--- src/patch_apb_pkg.sv ---
package patch_apb_pkg;

  localparam int APB_AW = 8;
  localparam int APB_DW = 32;

  localparam int CTRL_RUN_BIT   = 0;
  localparam int CTRL_DRAIN_BIT = 1;
  localparam int STAT_ERR_BIT   = 3;

  typedef enum logic [APB_AW-1:0] {
    REG_CTRL   = 8'h00,
    REG_STATUS = 8'h04,
    REG_FRAMES = 8'h08,
    REG_COUNT0 = 8'h0C,
    REG_COUNT1 = 8'h10,
    REG_COUNT2 = 8'h14,
    REG_CSUM0  = 8'h18,
    REG_CSUM1  = 8'h1C,
    REG_CSUM2  = 8'h20
  } reg_addr_e;

endpackage

--- src/patch_gen_pkg.sv ---
package patch_gen_pkg;

  localparam int N_CAM          = 3;
  localparam int N_PATCH        = 12000;  // Short frames for simulation
  localparam int LFSR_W         = 12;
  localparam int BLOCK_LEN      = 4095;   // Full XNOR LFSR cycle
  localparam int PATCH_W        = 14;     // All ones is the SOF marker
  localparam int FIFO_DEPTH_DEF = 16;

  typedef enum logic [2:0] {
    INIT,
    INTERFRAME,
    INTER2INTRA,
    INTRAFRAME,
    ERROR
  } seq_state_e;

  // Value taken by a lane LFSR on load
  typedef enum logic {
    SEED_LANE,
    SEED_ZERO
  } seed_sel_e;

endpackage
--- src/patch_stream_top.sv ---
`timescale 1ns/100ps
module patch_stream_top import patch_gen_pkg::*, patch_apb_pkg::*; (
  input  logic              clk_200,
  input  logic              rst_n,
  input  logic [APB_AW-1:0] paddr,
  input  logic              psel,
  input  logic              penable,
  input  logic              pwrite,
  input  logic [APB_DW-1:0] pwdata,
  output logic [APB_DW-1:0] prdata,
  output logic              pready,
  output logic              pslverr
);

  logic               run;
  logic               drain;
  logic               load;
  logic               step;
  logic               lane_en;
  seq_state_e         state;
  seed_sel_e          seed_sel;
  logic [PATCH_W-1:0] offset;
  logic [N_CAM-1:0]   wr_req;
  logic [N_CAM-1:0]   fifo_full;
  logic [N_CAM-1:0]   fifo_empty;
  logic [N_CAM-1:0]   pop;
  logic [PATCH_W-1:0] patch_num [N_CAM];
  logic [PATCH_W-1:0] fifo_dout [N_CAM];
  logic [APB_DW-1:0]  frames;
  logic [APB_DW-1:0]  count0;
  logic [APB_DW-1:0]  count1;
  logic [APB_DW-1:0]  count2;
  logic [PATCH_W-1:0] csum0;
  logic [PATCH_W-1:0] csum1;
  logic [PATCH_W-1:0] csum2;

  patch_apb_regs u_regs (
    .clk_200(clk_200), .rst_n(rst_n), .paddr(paddr), .psel(psel),
    .penable(penable), .pwrite(pwrite), .pwdata(pwdata), .state(state),
    .frames(frames), .count0(count0), .count1(count1), .count2(count2),
    .csum0(csum0), .csum1(csum1), .csum2(csum2), .prdata(prdata),
    .pready(pready), .pslverr(pslverr), .run(run), .drain(drain)
  );

  frame_sequencer u_seq (
    .clk_200(clk_200), .rst_n(rst_n), .run(run), .fifo_full(fifo_full),
    .state(state), .load(load), .seed_sel(seed_sel), .step(step),
    .offset(offset), .lane_en(lane_en)
  );

  for (genvar g = 0; g < N_CAM; g++) begin : g_lane
    patch_lfsr u_lfsr (
      .clk_200(clk_200), .rst_n(rst_n), .en(lane_en), .load(load),
      .seed_sel(seed_sel), .step(step), .offset(offset),
      .lane_id(2'(g)),  // Lane index doubles as seed
      .patch_num(patch_num[g]), .wr_req(wr_req[g])
    );

    patch_fifo #(.DEPTH(FIFO_DEPTH_DEF)) u_fifo (
      .clk_200(clk_200), .rst_n(rst_n), .push(wr_req[g]), .din(patch_num[g]),
      .pop(pop[g]), .dout(fifo_dout[g]), .full(fifo_full[g]),
      .empty(fifo_empty[g])
    );
  end

  patch_monitor u_mon (
    .clk_200(clk_200), .rst_n(rst_n), .drain(drain), .empty(fifo_empty),
    .dout0(fifo_dout[0]), .dout1(fifo_dout[1]), .dout2(fifo_dout[2]),
    .pop(pop), .frames(frames), .count0(count0), .count1(count1),
    .count2(count2), .csum0(csum0), .csum1(csum1), .csum2(csum2)
  );

endmodule

--- src/patch_apb_regs.sv ---
`timescale 1ns/100ps
module patch_apb_regs import patch_gen_pkg::*, patch_apb_pkg::*; (
  input  logic               clk_200,
  input  logic               rst_n,
  input  logic [APB_AW-1:0]  paddr,
  input  logic               psel,
  input  logic               penable,
  input  logic               pwrite,
  input  logic [APB_DW-1:0]  pwdata,
  input  seq_state_e         state,
  input  logic [APB_DW-1:0]  frames,
  input  logic [APB_DW-1:0]  count0,
  input  logic [APB_DW-1:0]  count1,
  input  logic [APB_DW-1:0]  count2,
  input  logic [PATCH_W-1:0] csum0,
  input  logic [PATCH_W-1:0] csum1,
  input  logic [PATCH_W-1:0] csum2,
  output logic [APB_DW-1:0]  prdata,
  output logic               pready,
  output logic               pslverr,
  output logic               run,
  output logic               drain
);

  logic access;
  logic addr_ok;

  assign access = psel && penable;
  assign pready = 1'b1;  // No wait states

  always_ff @(posedge clk_200) begin
    if (!rst_n) begin
      run   <= 1'b0;
      drain <= 1'b0;
    end else if (access && pwrite && (paddr == REG_CTRL)) begin
      run   <= pwdata[CTRL_RUN_BIT];
      drain <= pwdata[CTRL_DRAIN_BIT];
    end
  end

  always_comb begin
    prdata  = '0;
    addr_ok = 1'b1;
    case (paddr)
      REG_CTRL: begin
        prdata[CTRL_RUN_BIT]   = run;
        prdata[CTRL_DRAIN_BIT] = drain;
      end
      REG_STATUS: begin
        prdata[$bits(seq_state_e)-1:0] = state;
        prdata[STAT_ERR_BIT]           = (state == ERROR);
      end
      REG_FRAMES: prdata = frames;
      REG_COUNT0: prdata = count0;
      REG_COUNT1: prdata = count1;
      REG_COUNT2: prdata = count2;
      REG_CSUM0:  prdata[PATCH_W-1:0] = csum0;
      REG_CSUM1:  prdata[PATCH_W-1:0] = csum1;
      REG_CSUM2:  prdata[PATCH_W-1:0] = csum2;
      default:    addr_ok = 1'b0;  // Unmapped reads back zero
    endcase
  end

  assign pslverr = access && !addr_ok;

endmodule

--- src/patch_monitor.sv ---
`timescale 1ns/100ps
module patch_monitor import patch_gen_pkg::*, patch_apb_pkg::*; (
  input  logic               clk_200,
  input  logic               rst_n,
  input  logic               drain,
  input  logic [N_CAM-1:0]   empty,
  input  logic [PATCH_W-1:0] dout0,
  input  logic [PATCH_W-1:0] dout1,
  input  logic [PATCH_W-1:0] dout2,
  output logic [N_CAM-1:0]   pop,
  output logic [APB_DW-1:0]  frames,
  output logic [APB_DW-1:0]  count0,
  output logic [APB_DW-1:0]  count1,
  output logic [APB_DW-1:0]  count2,
  output logic [PATCH_W-1:0] csum0,
  output logic [PATCH_W-1:0] csum1,
  output logic [PATCH_W-1:0] csum2
);

  logic [N_CAM-1:0]   rd_vld;
  logic [PATCH_W-1:0] dout_a  [N_CAM];
  logic [APB_DW-1:0]  count_a [N_CAM];
  logic [PATCH_W-1:0] csum_a  [N_CAM];

  assign pop       = drain ? ~empty : '0;
  assign dout_a[0] = dout0;
  assign dout_a[1] = dout1;
  assign dout_a[2] = dout2;

  always_ff @(posedge clk_200) begin
    if (!rst_n) begin
      rd_vld <= '0;
      frames <= '0;
      for (int i = 0; i < N_CAM; i++) begin
        count_a[i] <= '0;
        csum_a[i]  <= '0;
      end
    end else begin
      rd_vld <= pop;  // FIFO data lands one cycle after pop
      for (int i = 0; i < N_CAM; i++) begin
        if (rd_vld[i]) begin
          if (&dout_a[i]) begin
            if (i == 0) frames <= frames + 1'b1;  // Lane 0 marker counts the frame
          end else begin
            count_a[i] <= count_a[i] + 1'b1;
            csum_a[i]  <= csum_a[i] ^ dout_a[i];
          end
        end
      end
    end
  end

  assign count0 = count_a[0];
  assign count1 = count_a[1];
  assign count2 = count_a[2];
  assign csum0  = csum_a[0];
  assign csum1  = csum_a[1];
  assign csum2  = csum_a[2];

endmodule

--- src/patch_fifo.sv ---
`timescale 1ns/100ps
module patch_fifo import patch_gen_pkg::*; #(
  parameter int DEPTH = FIFO_DEPTH_DEF
) (
  input  logic               clk_200,
  input  logic               rst_n,
  input  logic               push,
  input  logic [PATCH_W-1:0] din,
  input  logic               pop,
  output logic [PATCH_W-1:0] dout,
  output logic               full,
  output logic               empty
);

  typedef logic [$clog2(DEPTH)-1:0]   ptr_t;
  typedef logic [$clog2(DEPTH+1)-1:0] cnt_t;

  logic [PATCH_W-1:0] mem [DEPTH];
  ptr_t               wr_ptr;
  ptr_t               rd_ptr;
  cnt_t               count;
  logic               do_push;
  logic               do_pop;

  assign do_push = push && !full;  // Push into a full FIFO is lost
  assign do_pop  = pop && !empty;
  assign full    = (count == cnt_t'(DEPTH));
  assign empty   = (count == '0);

  always_ff @(posedge clk_200) begin
    if (do_push) mem[wr_ptr] <= din;
    if (do_pop) dout <= mem[rd_ptr];  // Registered read
  end

  always_ff @(posedge clk_200) begin
    if (!rst_n) begin
      wr_ptr <= '0;
      rd_ptr <= '0;
      count  <= '0;
    end else begin
      if (do_push) wr_ptr <= (wr_ptr == ptr_t'(DEPTH - 1)) ? '0 : wr_ptr + 1'b1;
      if (do_pop) rd_ptr <= (rd_ptr == ptr_t'(DEPTH - 1)) ? '0 : rd_ptr + 1'b1;
      case ({do_push, do_pop})
        2'b10:   count <= count + 1'b1;
        2'b01:   count <= count - 1'b1;
        default: ;
      endcase
    end
  end

endmodule

--- src/frame_sequencer.sv ---
`timescale 1ns/100ps
module frame_sequencer import patch_gen_pkg::*; (
  input  logic               clk_200,
  input  logic               rst_n,
  input  logic               run,
  input  logic [N_CAM-1:0]   fifo_full,
  output seq_state_e         state,
  output logic               load,
  output seed_sel_e          seed_sel,
  output logic               step,
  output logic [PATCH_W-1:0] offset,
  output logic               lane_en
);

  logic [LFSR_W-1:0] step_cnt;
  logic              block_end;
  logic              frame_end;
  logic              abort;

  assign block_end = (step_cnt == LFSR_W'(BLOCK_LEN - 1));
  assign frame_end = (offset > PATCH_W'(N_PATCH - BLOCK_LEN - 1));  // Last block covered
  assign abort     = !run || (|fifo_full);

  // Lane loads take effect on the edge leaving the current state
  always_comb begin
    load     = 1'b0;
    seed_sel = SEED_LANE;
    case (state)
      INIT: begin
        load     = run;
        seed_sel = SEED_ZERO;  // Zero plus all-ones offset gives the marker
      end
      INTER2INTRA: load = !abort;
      INTRAFRAME: begin
        load     = !abort && block_end && frame_end;
        seed_sel = SEED_ZERO;
      end
      default: ;
    endcase
  end

  assign step    = (state == INTRAFRAME) && !abort;
  assign lane_en = (state == INTERFRAME) || (state == INTRAFRAME);

  always_ff @(posedge clk_200) begin
    if (!rst_n) begin
      state    <= INIT;
      step_cnt <= '0;
      offset   <= '0;
    end else begin
      case (state)
        INIT: begin
          if (run) begin
            state  <= INTERFRAME;
            offset <= '1;
          end
        end
        INTERFRAME: state <= abort ? ERROR : INTER2INTRA;
        INTER2INTRA: begin
          if (abort) begin
            state <= ERROR;
          end else begin
            state    <= INTRAFRAME;
            offset   <= '0;
            step_cnt <= '0;
          end
        end
        INTRAFRAME: begin
          if (abort) begin
            state <= ERROR;
          end else if (block_end) begin
            step_cnt <= '0;
            if (frame_end) begin
              state  <= INTERFRAME;
              offset <= '1;
            end else begin
              offset <= offset + PATCH_W'(BLOCK_LEN);
            end
          end else begin
            step_cnt <= step_cnt + 1'b1;
          end
        end
        ERROR: if (!run) state <= INIT;
        default: state <= ERROR;
      endcase
    end
  end

endmodule

--- src/patch_lfsr.sv ---
`timescale 1ns/100ps
module patch_lfsr import patch_gen_pkg::*; (
  input  logic               clk_200,
  input  logic               rst_n,
  input  logic               en,
  input  logic               load,
  input  seed_sel_e          seed_sel,
  input  logic               step,
  input  logic [PATCH_W-1:0] offset,
  input  logic [1:0]         lane_id,
  output logic [PATCH_W-1:0] patch_num,
  output logic               wr_req
);

  logic [LFSR_W-1:0] lfsr;
  logic              fb;

  // Taps 12, 11, 10, 4; all ones is the lockup state
  assign fb = ~(lfsr[11] ^ lfsr[10] ^ lfsr[9] ^ lfsr[3]);

  always_ff @(posedge clk_200) begin
    if (!rst_n) begin
      lfsr <= '0;
    end else if (load) begin
      lfsr <= (seed_sel == SEED_ZERO) ? '0 : LFSR_W'(lane_id);
    end else if (step) begin
      lfsr <= {lfsr[LFSR_W-2:0], fb};
    end
  end

  assign patch_num = PATCH_W'(lfsr) + offset;  // Wraps to marker under all-ones offset

  // Out-of-range numbers are dropped, the marker always passes
  assign wr_req = en && ((patch_num < PATCH_W'(N_PATCH)) || (&patch_num));

endmodule

--- config.mk ---
export PLATFORM = sky130hd
export DESIGN_NAME = patch_stream_top
export DESIGN_NICKNAME = d
export VERILOG_FILES = /design/src/patch_apb_pkg.sv /design/src/patch_gen_pkg.sv /design/src/patch_stream_top.sv /design/src/patch_apb_regs.sv /design/src/patch_monitor.sv /design/src/patch_fifo.sv /design/src/frame_sequencer.sv /design/src/patch_lfsr.sv
export SDC_FILE = /design/constraint.sdc
export NUM_CORES = 1
export LEC_CHECK = 0
export ABC_AREA = 1
export BUFFER_PORTS_ARGS = -buffer_cell sky130_fd_sc_hd__buf_2
export CAP_MARGIN = 5
export CORE_MARGIN = 2
export CORE_UTILIZATION = 35
export CTS_CLUSTER_SIZE = 24
export DETAILED_ROUTE_END_ITERATION = 8
export GPL_ROUTABILITY_DRIVEN = 0
export PLACE_DENSITY = 0.61
export SLEW_MARGIN = 15
export SYNTH_ARGS = -nofsm -noshare
export SYNTH_HDL_FRONTEND = slang
export SYNTH_SLANG_ARGS = --single-unit
--- constraint.sdc ---
create_clock -name clk_200 -period 4.5 [get_ports clk_200]
set_input_delay 0.9 -clock clk_200 [delete_from_list [all_inputs] [get_ports clk_200]]
set_output_delay 0.9 -clock clk_200 [all_outputs]
set_load 0.01 [all_outputs]
# Word-level counts from Yosys, hierarchy flattened

Memory sizes are Yosys's and may differ from the RTL's. A register that Yosys moved wholly into a read port is not among the register bits.
Index checks and enable logic that the tools add are counted.

Register bits after elaboration: 141
Bits in read-only memories: 0
Latch bits: 0
Memory bits (writable): 810
Bits of input ports: 45
Memories: 5
Word-level logic and storage cells: 228
Output and inout bits: 34

Memory list:

| memory               | depth | bits a word | read ports | clocked after Yosys merged registers in | wr ports | RTL line            | source |
|---|---|---|---|---|---|---|---|
| g_lane[0].u_fifo.mem | 16    | 14          | 1          | 1                                       | 1        | patch_fifo.sv:18    | `logic [PATCH_W-1:0] mem [DEPTH];` |
| g_lane[1].u_fifo.mem | 16    | 14          | 1          | 1                                       | 1        | patch_fifo.sv:18    |  |
| g_lane[2].u_fifo.mem | 16    | 14          | 1          | 1                                       | 1        | patch_fifo.sv:18    |  |
| u_mon.count_a        | 3     | 32          | 3          | 0                                       | 3        | patch_monitor.sv:22 | `logic [APB_DW-1:0] count_a [N_CAM];` |
| u_mon.csum_a         | 3     | 14          | 3          | 0                                       | 3        | patch_monitor.sv:23 | `logic [PATCH_W-1:0] csum_a [N_CAM];` |

Muxes and demuxes: 66
Multipliers: 0
Div/mod/pow operators: 0
Order comparisons: 4
Add/sub/neg operators: 21
Bitwise logic cells: 23
Reduce and logical (&&, ||, !) cells: 55
Shifts and indexed selects: 0
Eq/ne operators: 35

Operator list:

| cell                                                | number |
|---|---|
| adder 32 x 1 -> 32 bit (second input constant)      | 4 |
| 2-to-1 mux 14 bit                                   | 8 |
| 2-to-1 mux 32 bit                                   | 3 |
| 2-to-1 mux 12 bit                                   | 7 |
| AND reduction 14 bit                                | 6 |
| case mux 18 bit (4 select lines)                    | 1 |
| case mux 10 bit (7 select lines)                    | 1 |
| adder 12 x 14 -> 14 bit                             | 3 |
| less-than comparator 14 bit (second input constant) | 3 |
| case mux 14 bit (3 select lines)                    | 1 |
| XOR 14 bit                                          | 3 |
| == test 8 x 5 -> 1 bit (second input constant)      | 4 |
| case mux 5 bit (2 select lines)                     | 3 |
| adder 4 x 1 -> 4 bit (second input constant)        | 6 |
| == test 4 bit (second input constant)               | 6 |
| 2-to-1 mux 3 bit                                    | 8 |
| 2-to-1 mux 4 bit                                    | 6 |
| case mux 12 bit (2 select lines)                    | 1 |
| 2-to-1 mux 1 bit                                    | 22 |
| case mux 2 bit (9 select lines)                     | 1 |
| == test 8 x 4 -> 1 bit (second input constant)      | 2 |
| logical AND 1 bit                                   | 16 |
| case mux 2 bit (8 select lines)                     | 1 |
| adder 5 x 1 -> 5 bit (second input constant)        | 3 |
| 37 further kinds                                    | 85 |

# Logic depth before layout (Yosys ltp)

Depth after elaboration: 8
Gate-level depth with buffers: 29
Mapped depth without buffers: 28

# Cells and area by module

A second synthesis with hierarchy kept.

Cells, all modules: 5925
Area, all modules: 50392.1 µm²

By module, submodules not included:

| module                             | times used | sequential area each (µm²) | cells an instance | area an instance (µm²) |
|---|---|---|---|---|
| patch_fifo at g_lane[1].u_fifo ... | 2          | 7407.1                     | 1060              | 10841.6 |
| patch_fifo at g_lane[0].u_fifo     | 1          | 7407.1                     | 1059              | 10835.4 |
| patch_monitor                      | 1          | 4844.6                     | 1310              | 9992.1 |
| patch_lfsr                         | 3          | 240.2                      | 253               | 1403.8 |
| frame_sequencer                    | 1          | 580.6                      | 297               | 1914.3 |
| patch_apb_regs                     | 1          | 40.0                       | 378               | 1747.9 |
| patch_stream_top                   | 1          | 0.0                        | 2                 | 7.5 |

# Least setup slack after synthesis

No wires, ideal clock.

Path kind: flip-flop to flip-flop
Start point: register u_seq.offset[0]
End point: register g_lane[0].u_fifo.count[4]
Arrival time: 3.825 ns
Period minus slack after synthesis: 3.945 ns
Cell stages (with the launch flop): 23
Path buffers: 1
Path slack: 0.555 ns
Data required time: 4.380 ns
Cell sequence: dfxtp_1 > ha_1 > fa_1 > xor2_1 > and3_1 > nand3_1 > nor2_1 > nand3_2 > nand2_4 > nand2_4 > buf_6 > ha_1 > xor2_1 > ha_1 > a21o_1 > nand2_1 > nand2_1 > a21oi_1 > inv_1 > o21ai_0 > a21oi_1 > o21ai_0 > a21oi_1

Longest elaborated chain between the ends: 7
Elaborated cells on any way between the ends: 10
Those cells by class: add/sub: 1; order compare: 1; eq/ne: 2; mux: 1; reduce/logical: 5

Ends and longest elaborated chain:

| what                                                                  | RTL line              | source |
|---|---|---|
| from (decl)                                                           | frame_sequencer.sv:11 | `output logic [PATCH_W-1:0] offset,` |
| from (signal assigned)                                                | frame_sequencer.sv:77 | `offset <= offset + PATCH_W'(BLOCK_LEN);` |
| adder 12 x 14 -> 14 bit *                                             | patch_lfsr.sv:31      | `assign patch_num = PATCH_W'(lfsr) + offset;` |
| via g_lane[0].u_fifo.din[2]                                           | patch_fifo.sv:8       | `input logic [PATCH_W-1:0] din,` |
| less-than comparator 14 bit or AND reduction 14 bit (tied branches)   | patch_lfsr.sv:34      | `assign wr_req = en && ((patch_num < PATCH_W'(N_PATCH)) \|\| (&patch_num));` |
| logical OR 1 bit *                                                    | patch_lfsr.sv:34      |  |
| logical AND 1 bit *                                                   | patch_lfsr.sv:34      |  |
| logical AND 1 bit *                                                   | patch_fifo.sv:25      | `assign do_push = push && !full;` |
| == test 2 x 1 -> 1 bit or == test 2 bit (tied branches)               | patch_fifo.sv:43      | `case ({do_push, do_pop})` |
| case mux 5 bit (2 select lines) or nonzero test 2 bit (tied branches) | --                    |  |
| to (signal assigned)                                                  | patch_fifo.sv:44      | `2'b10: count <= count + 1'b1;` |
| to (signal assigned)                                                  | patch_fifo.sv:45      | `2'b01: count <= count - 1'b1;` |
| to (decl)                                                             | patch_fifo.sv:21      | `cnt_t count;` |

Mark *: on every way through the listed nets, which the timed path passes. The rest lies on a longest branch.
A chain may end at the register's enable or synchronous reset.

# Worst setup path in the final report

Start point: input port paddr[1]
End point: output port prdata[11]

Longest elaborated chain between the ends: 2
Elaborated cells on any way between the ends: 8
Those cells by class: eq/ne: 7; mux: 1

Ends and longest elaborated chain:

| what                                           | RTL line               | source |
|---|---|---|
| from (decl)                                    | patch_stream_top.sv:5  | `input logic [APB_AW-1:0] paddr,` |
| == test 8 x 6 -> 1 bit (tied with other cells) | patch_apb_regs.sv:44   | `case (paddr)` |
| case mux 10 bit (7 select lines) *             | patch_apb_regs.sv:44   |  |
| to (decl)                                      | patch_stream_top.sv:10 | `output logic [APB_DW-1:0] prdata,` |

Every way passes the cells marked *; elsewhere a longest branch is shown, timed or not.

==> impl_metrics.py <==
metrics = {
    "final_layout": {
        "area_growth_syn_to_layout_pct": 13.54,
        "diodes": 0,
        "final-instance-count-excl-fill": 6388,
        "finish.net_count": 4664,
        "drive_above_1_share_pct": 10.51,
        "core_utilization_of_the_finished_layout_pct": 39.94,
    },
    "power_and_ir_drop": {
        "powerDensity_mw_per_mm2": 357.3,
        "ir_worst_vdd_mv": 0.2917,
        "leakage_dissipation_nw": 18.87,
    },
    "die": {
        "std_cell_rows": 133,
        "initial_core_util_pct": 35.17,
        "core-area_mm2": 0.1313,
        "dieWidth_um": 367.3,
        "design.die.area_mm2": 0.1349,
        "dieHeight_um": 367.3,
        "num_io_pins": 79,
    },
    "worst_setup_path": {
        "worst-path-max-fanout": 12,
        "cp_data_arrival_time_ps": 3210,
        "worstRegToRegCells": 22,
        "register_to_register_setup_slack_ps": 470,
        "critical_path.endpoint_type": "primary output",
        "setup.worst_path.class": "primary input to primary output",
        "worst_endpoint_required_time_ps": 3600,
        "timing.rr.start": "u_seq.offset[8]$_SDFFE_PN0P_",
        "worst_setup_path_start_kind": "primary input",
        "reg2reg_to": "g_lane[2].u_fifo.count[4]$_SDFFE_PN0P_",
    },
    "yosys": {
        "synthesis.yosys.warnings": 0,
        "syn_area_mm2": 0.04618,
        "synth_top_area_cell": "sky130_fd_sc_hd__edfxtp_1",
        "synthCells": 4457,
        "post_synth_main_area_contributors": "sky130_fd_sc_hd__edfxtp_1, sky130_fd_sc_hd__dfxtp_1, sky130_fd_sc_hd__nand2_1",
        "synth.top_cell.area_share_pct": 55.40,
        "synth_cell_type_count": 68,
        "synth_async_sr_flop_share_pct": 0,
        "synth.net_count": 4577,
        "synth-edff-count": 852,
        "ys_seq_area_share_pct": 61.51,
        "most_common_cell_in_the_synthesized_netlist": "sky130_fd_sc_hd__edfxtp_1",
        "postSynthRegisterBits": 993,
        "synthTopCellsByCount": "sky130_fd_sc_hd__edfxtp_1, sky130_fd_sc_hd__nand2_1, sky130_fd_sc_hd__nor2_1",
        "syn-mean-instance-area_um2": 10.36,
        "ys_dominant_reg_cell": "sky130_fd_sc_hd__edfxtp_1",
    },
    "timing": {
        "timing.final.setup_violations": 0,
        "worst_pin_slew_ps": 1116,
        "fin_tns_setup_ps": 0,
        "maxClockFrequency_mhz": 243.2,
        "grt_setup_unrepaired": "no",
        "timing.final.crit_share_pct": 91.39,
        "finalWorstPathRequiredPeriod_ps": 4113,
        "finalClockSkew_ps": 27.34,
        "worst_slack_ps": 387.3,
        "timing_hold_violations_final": 0,
        "maxSlewHeadroom_pct": 25.35,
        "final-max-slew-violation-count": 0,
    },
    "routing": {
        "dr.pass1.iters": 7,
        "drt-vias-per-instance": 5.131,
        "wl_per_cell_um": 18.04,
        "drt_first_iter_violations": 2849,
        "post-route-drc-count": 0,
        "num_vias": 32770,
        "drtAntennaViolNets": 0,
        "route.final.wire_length_um": 115200,
    },
    "clocking": {
        "cts_resized": 0,
        "path_clk_slew_ps": 60,
        "worst_skew_pair.late_latency_ps": 710,
        "ctsLongestPathBuffers": 3,
        "clock_tree_from_tritoncts": "yes",
        "cts.sink_count": 993,
        "number_of_buffers_created_by_cts": 104,
        "post_cts_hold_buffer_count": 0,
        "clock-root-buffer": "sky130_fd_sc_hd__clkbuf_16",
        "ctsHtreeMaxLevel": 3,
        "cts_post_setup_buffers_inserted": 0,
    },
    "global_route": {
        "global_route.usage.total_pct": 16.66,
        "global_route_wire_length_before_repair_um": 178100,
        "grt_antenna_before_repair": 1,
        "grt_overflow_total": 0,
        "vias_in_the_first_global_route": 30770,
        "grt_max_degree": 104,
    },
    "min_path": {
        "holdCritStartpoint": "u_seq.step_cnt[9]$_SDFFE_PN0P_",
        "min_path_type": "register to register",
        "timing.hold.worst_endpoint": "u_seq.step_cnt[9]$_SDFFE_PN0P_",
        "worstHoldPathCells": 2,
    },
    "placed_design": {
        "number_of_port_buffers": 47,
        "placed_cells_incl_taps": 6193,
        "detailedPlace.worstSlack_ps": 400.5,
        "hpwl_um": 75780,
    },
    "flow_run": {
        "cap_viol_max_count": 0,
    },
    "status": {
        "run_status": "finished clean",
    },
}
-- per-layer routing --
layer | GRT usage (%) | share of wire (%) | vias to the layer above
li1 | - | - | 15800
met1 | 23.28 | 45 | 15950
met2 | 26.82 | 47 | 861
met3 | 2.461 | 5.7 | 162
met4 | 4.808 | 2.4 | 2
met5 | 0 | 0.012 | -
-- cell families after synthesis --
logic type	count (synthesis)	share of synthesized area (%)
buf+inv	610	5.110
mux	58	1.257
fa+ha+maj	75	2.097
other cells	1	0.008120
simple gates	1877	17.62
flops	993	61.51
compound gates	710	9.862
xor+xnor	133	2.539
-- sequential cells by signal, indices dropped and copies added, names as in the netlist, 3 cells and up --
| signal | cells |
|---|---|
| g_lane.u_fifo.wr_ptr | 12 |
| u_seq.state | 3 |
| g_lane.u_fifo.dout | 42 |
| u_mon.count_a | 96 |
| g_lane.u_lfsr.lfsr | 36 |
| u_mon.csum_a | 42 |
| u_mon.frames | 32 |
| g_lane.u_fifo.count | 15 |
| g_lane.u_fifo.mem | 672 |
| u_seq.offset | 14 |
| u_seq.step_cnt | 12 |
| u_mon.rd_vld | 3 |
| g_lane.u_fifo.rd_ptr | 12 |
-- worst max-delay path: stages --
cell,delay (ps)
sky130_fd_sc_hd__buf_2,100
sky130_fd_sc_hd__nor2_1,300
sky130_fd_sc_hd__inv_1,160
sky130_fd_sc_hd__nor3_1,230
sky130_fd_sc_hd__nand2_1,330
sky130_fd_sc_hd__o21ai_0,440
sky130_fd_sc_hd__inv_1,70
sky130_fd_sc_hd__nand4_1,440
sky130_fd_sc_hd__buf_2,230
-- cell usage in the layout, fill, tap and decap left out, types with 60 or more instances in the layout --
master                      count
sky130_fd_sc_hd__edfxtp_1     852
sky130_fd_sc_hd__nand2_1      722
sky130_fd_sc_hd__nor2_1       663
sky130_fd_sc_hd__inv_1        401
sky130_fd_sc_hd__o21ai_0      251
sky130_fd_sc_hd__nand3_1      186
sky130_fd_sc_hd__a21oi_1      156
sky130_fd_sc_hd__dfxtp_1      134
sky130_fd_sc_hd__buf_4        113
sky130_fd_sc_hd__o32ai_1      111
sky130_fd_sc_hd__clkbuf_16    105
sky130_fd_sc_hd__ha_1          71
sky130_fd_sc_hd__xor2_1        68
sky130_fd_sc_hd__nand4_1       67
sky130_fd_sc_hd__xnor2_1       64
sky130_fd_sc_hd__nor3_1        62
sky130_fd_sc_hd__o221ai_1      60
-- final cells by class --
| class | count | area, um^2 |
|---|---|---|
| Clock buffer | 151 | 2912 |
| Clock inverter | 44 | 506.7 |
| Fill cell | 12520 | 78860 |
| Inverter | 429 | 1612 |
| Multi-Input combinational cell | 2854 | 15650 |
| Sequential cell | 993 | 28430 |
| Tap cell | 1755 | 2196 |
| Timing Repair Buffer | 162 | 1124 |
-- power breakdown --
| group | total [mW] | switching [mW] | internal [mW] |
|---|---|---|---|
| Clock | 8.60 | 3.59 | 5.01 |
| Sequential | 9.96 | 0.0517 | 9.91 |
| Combinational | 0.176 | 0.128 | 0.0481 |
| Total | 18.7 | 3.77 | 15.0 |
-- worst max-delay path by stage --
stage                                       startpoint  depth (start not counted)                                      to  slack (ps)
final                                         paddr[1]                          9                              prdata[11]         390
after global routing      u_seq.offset[8]$_SDFFE_PN0P_                         22  g_lane[2].u_fifo.count[4]$_SDFFE_PN0P_           6
after CTS                 u_seq.offset[0]$_SDFFE_PN0P_                         26  g_lane[2].u_fifo.count[4]$_SDFFE_PN0P_         350
after detailed placement  u_seq.offset[0]$_SDFFE_PN0P_                         26  g_lane[2].u_fifo.count[4]$_SDFFE_PN0P_         400
after global placement    u_seq.offset[0]$_SDFFE_PN0P_                         26  g_lane[2].u_fifo.count[4]$_SDFFE_PN0P_         350
after floorplan           u_seq.offset[0]$_SDFFE_PN0P_                         22  g_lane[0].u_fifo.count[4]$_SDFFE_PN0P_         560
-- stage by stage --
| stage | total power, mW | hold slack, ps | area [um^2] |
|---|---|---|---|
| after floorplan | 10.25 | 434.7 | 46180 |
| after global placement | 10.32 | 453.4 | 49000 |
| after detailed placement | 10.33 | 461.8 | 49000 |
| after CTS | 18.90 | 475.1 | 52420 |
| after global routing | 19.26 | 495.2 | 52430 |
| final | 18.74 | 472.6 | 52430 |
No activity file was read; power rests on OpenSTA's default activity.
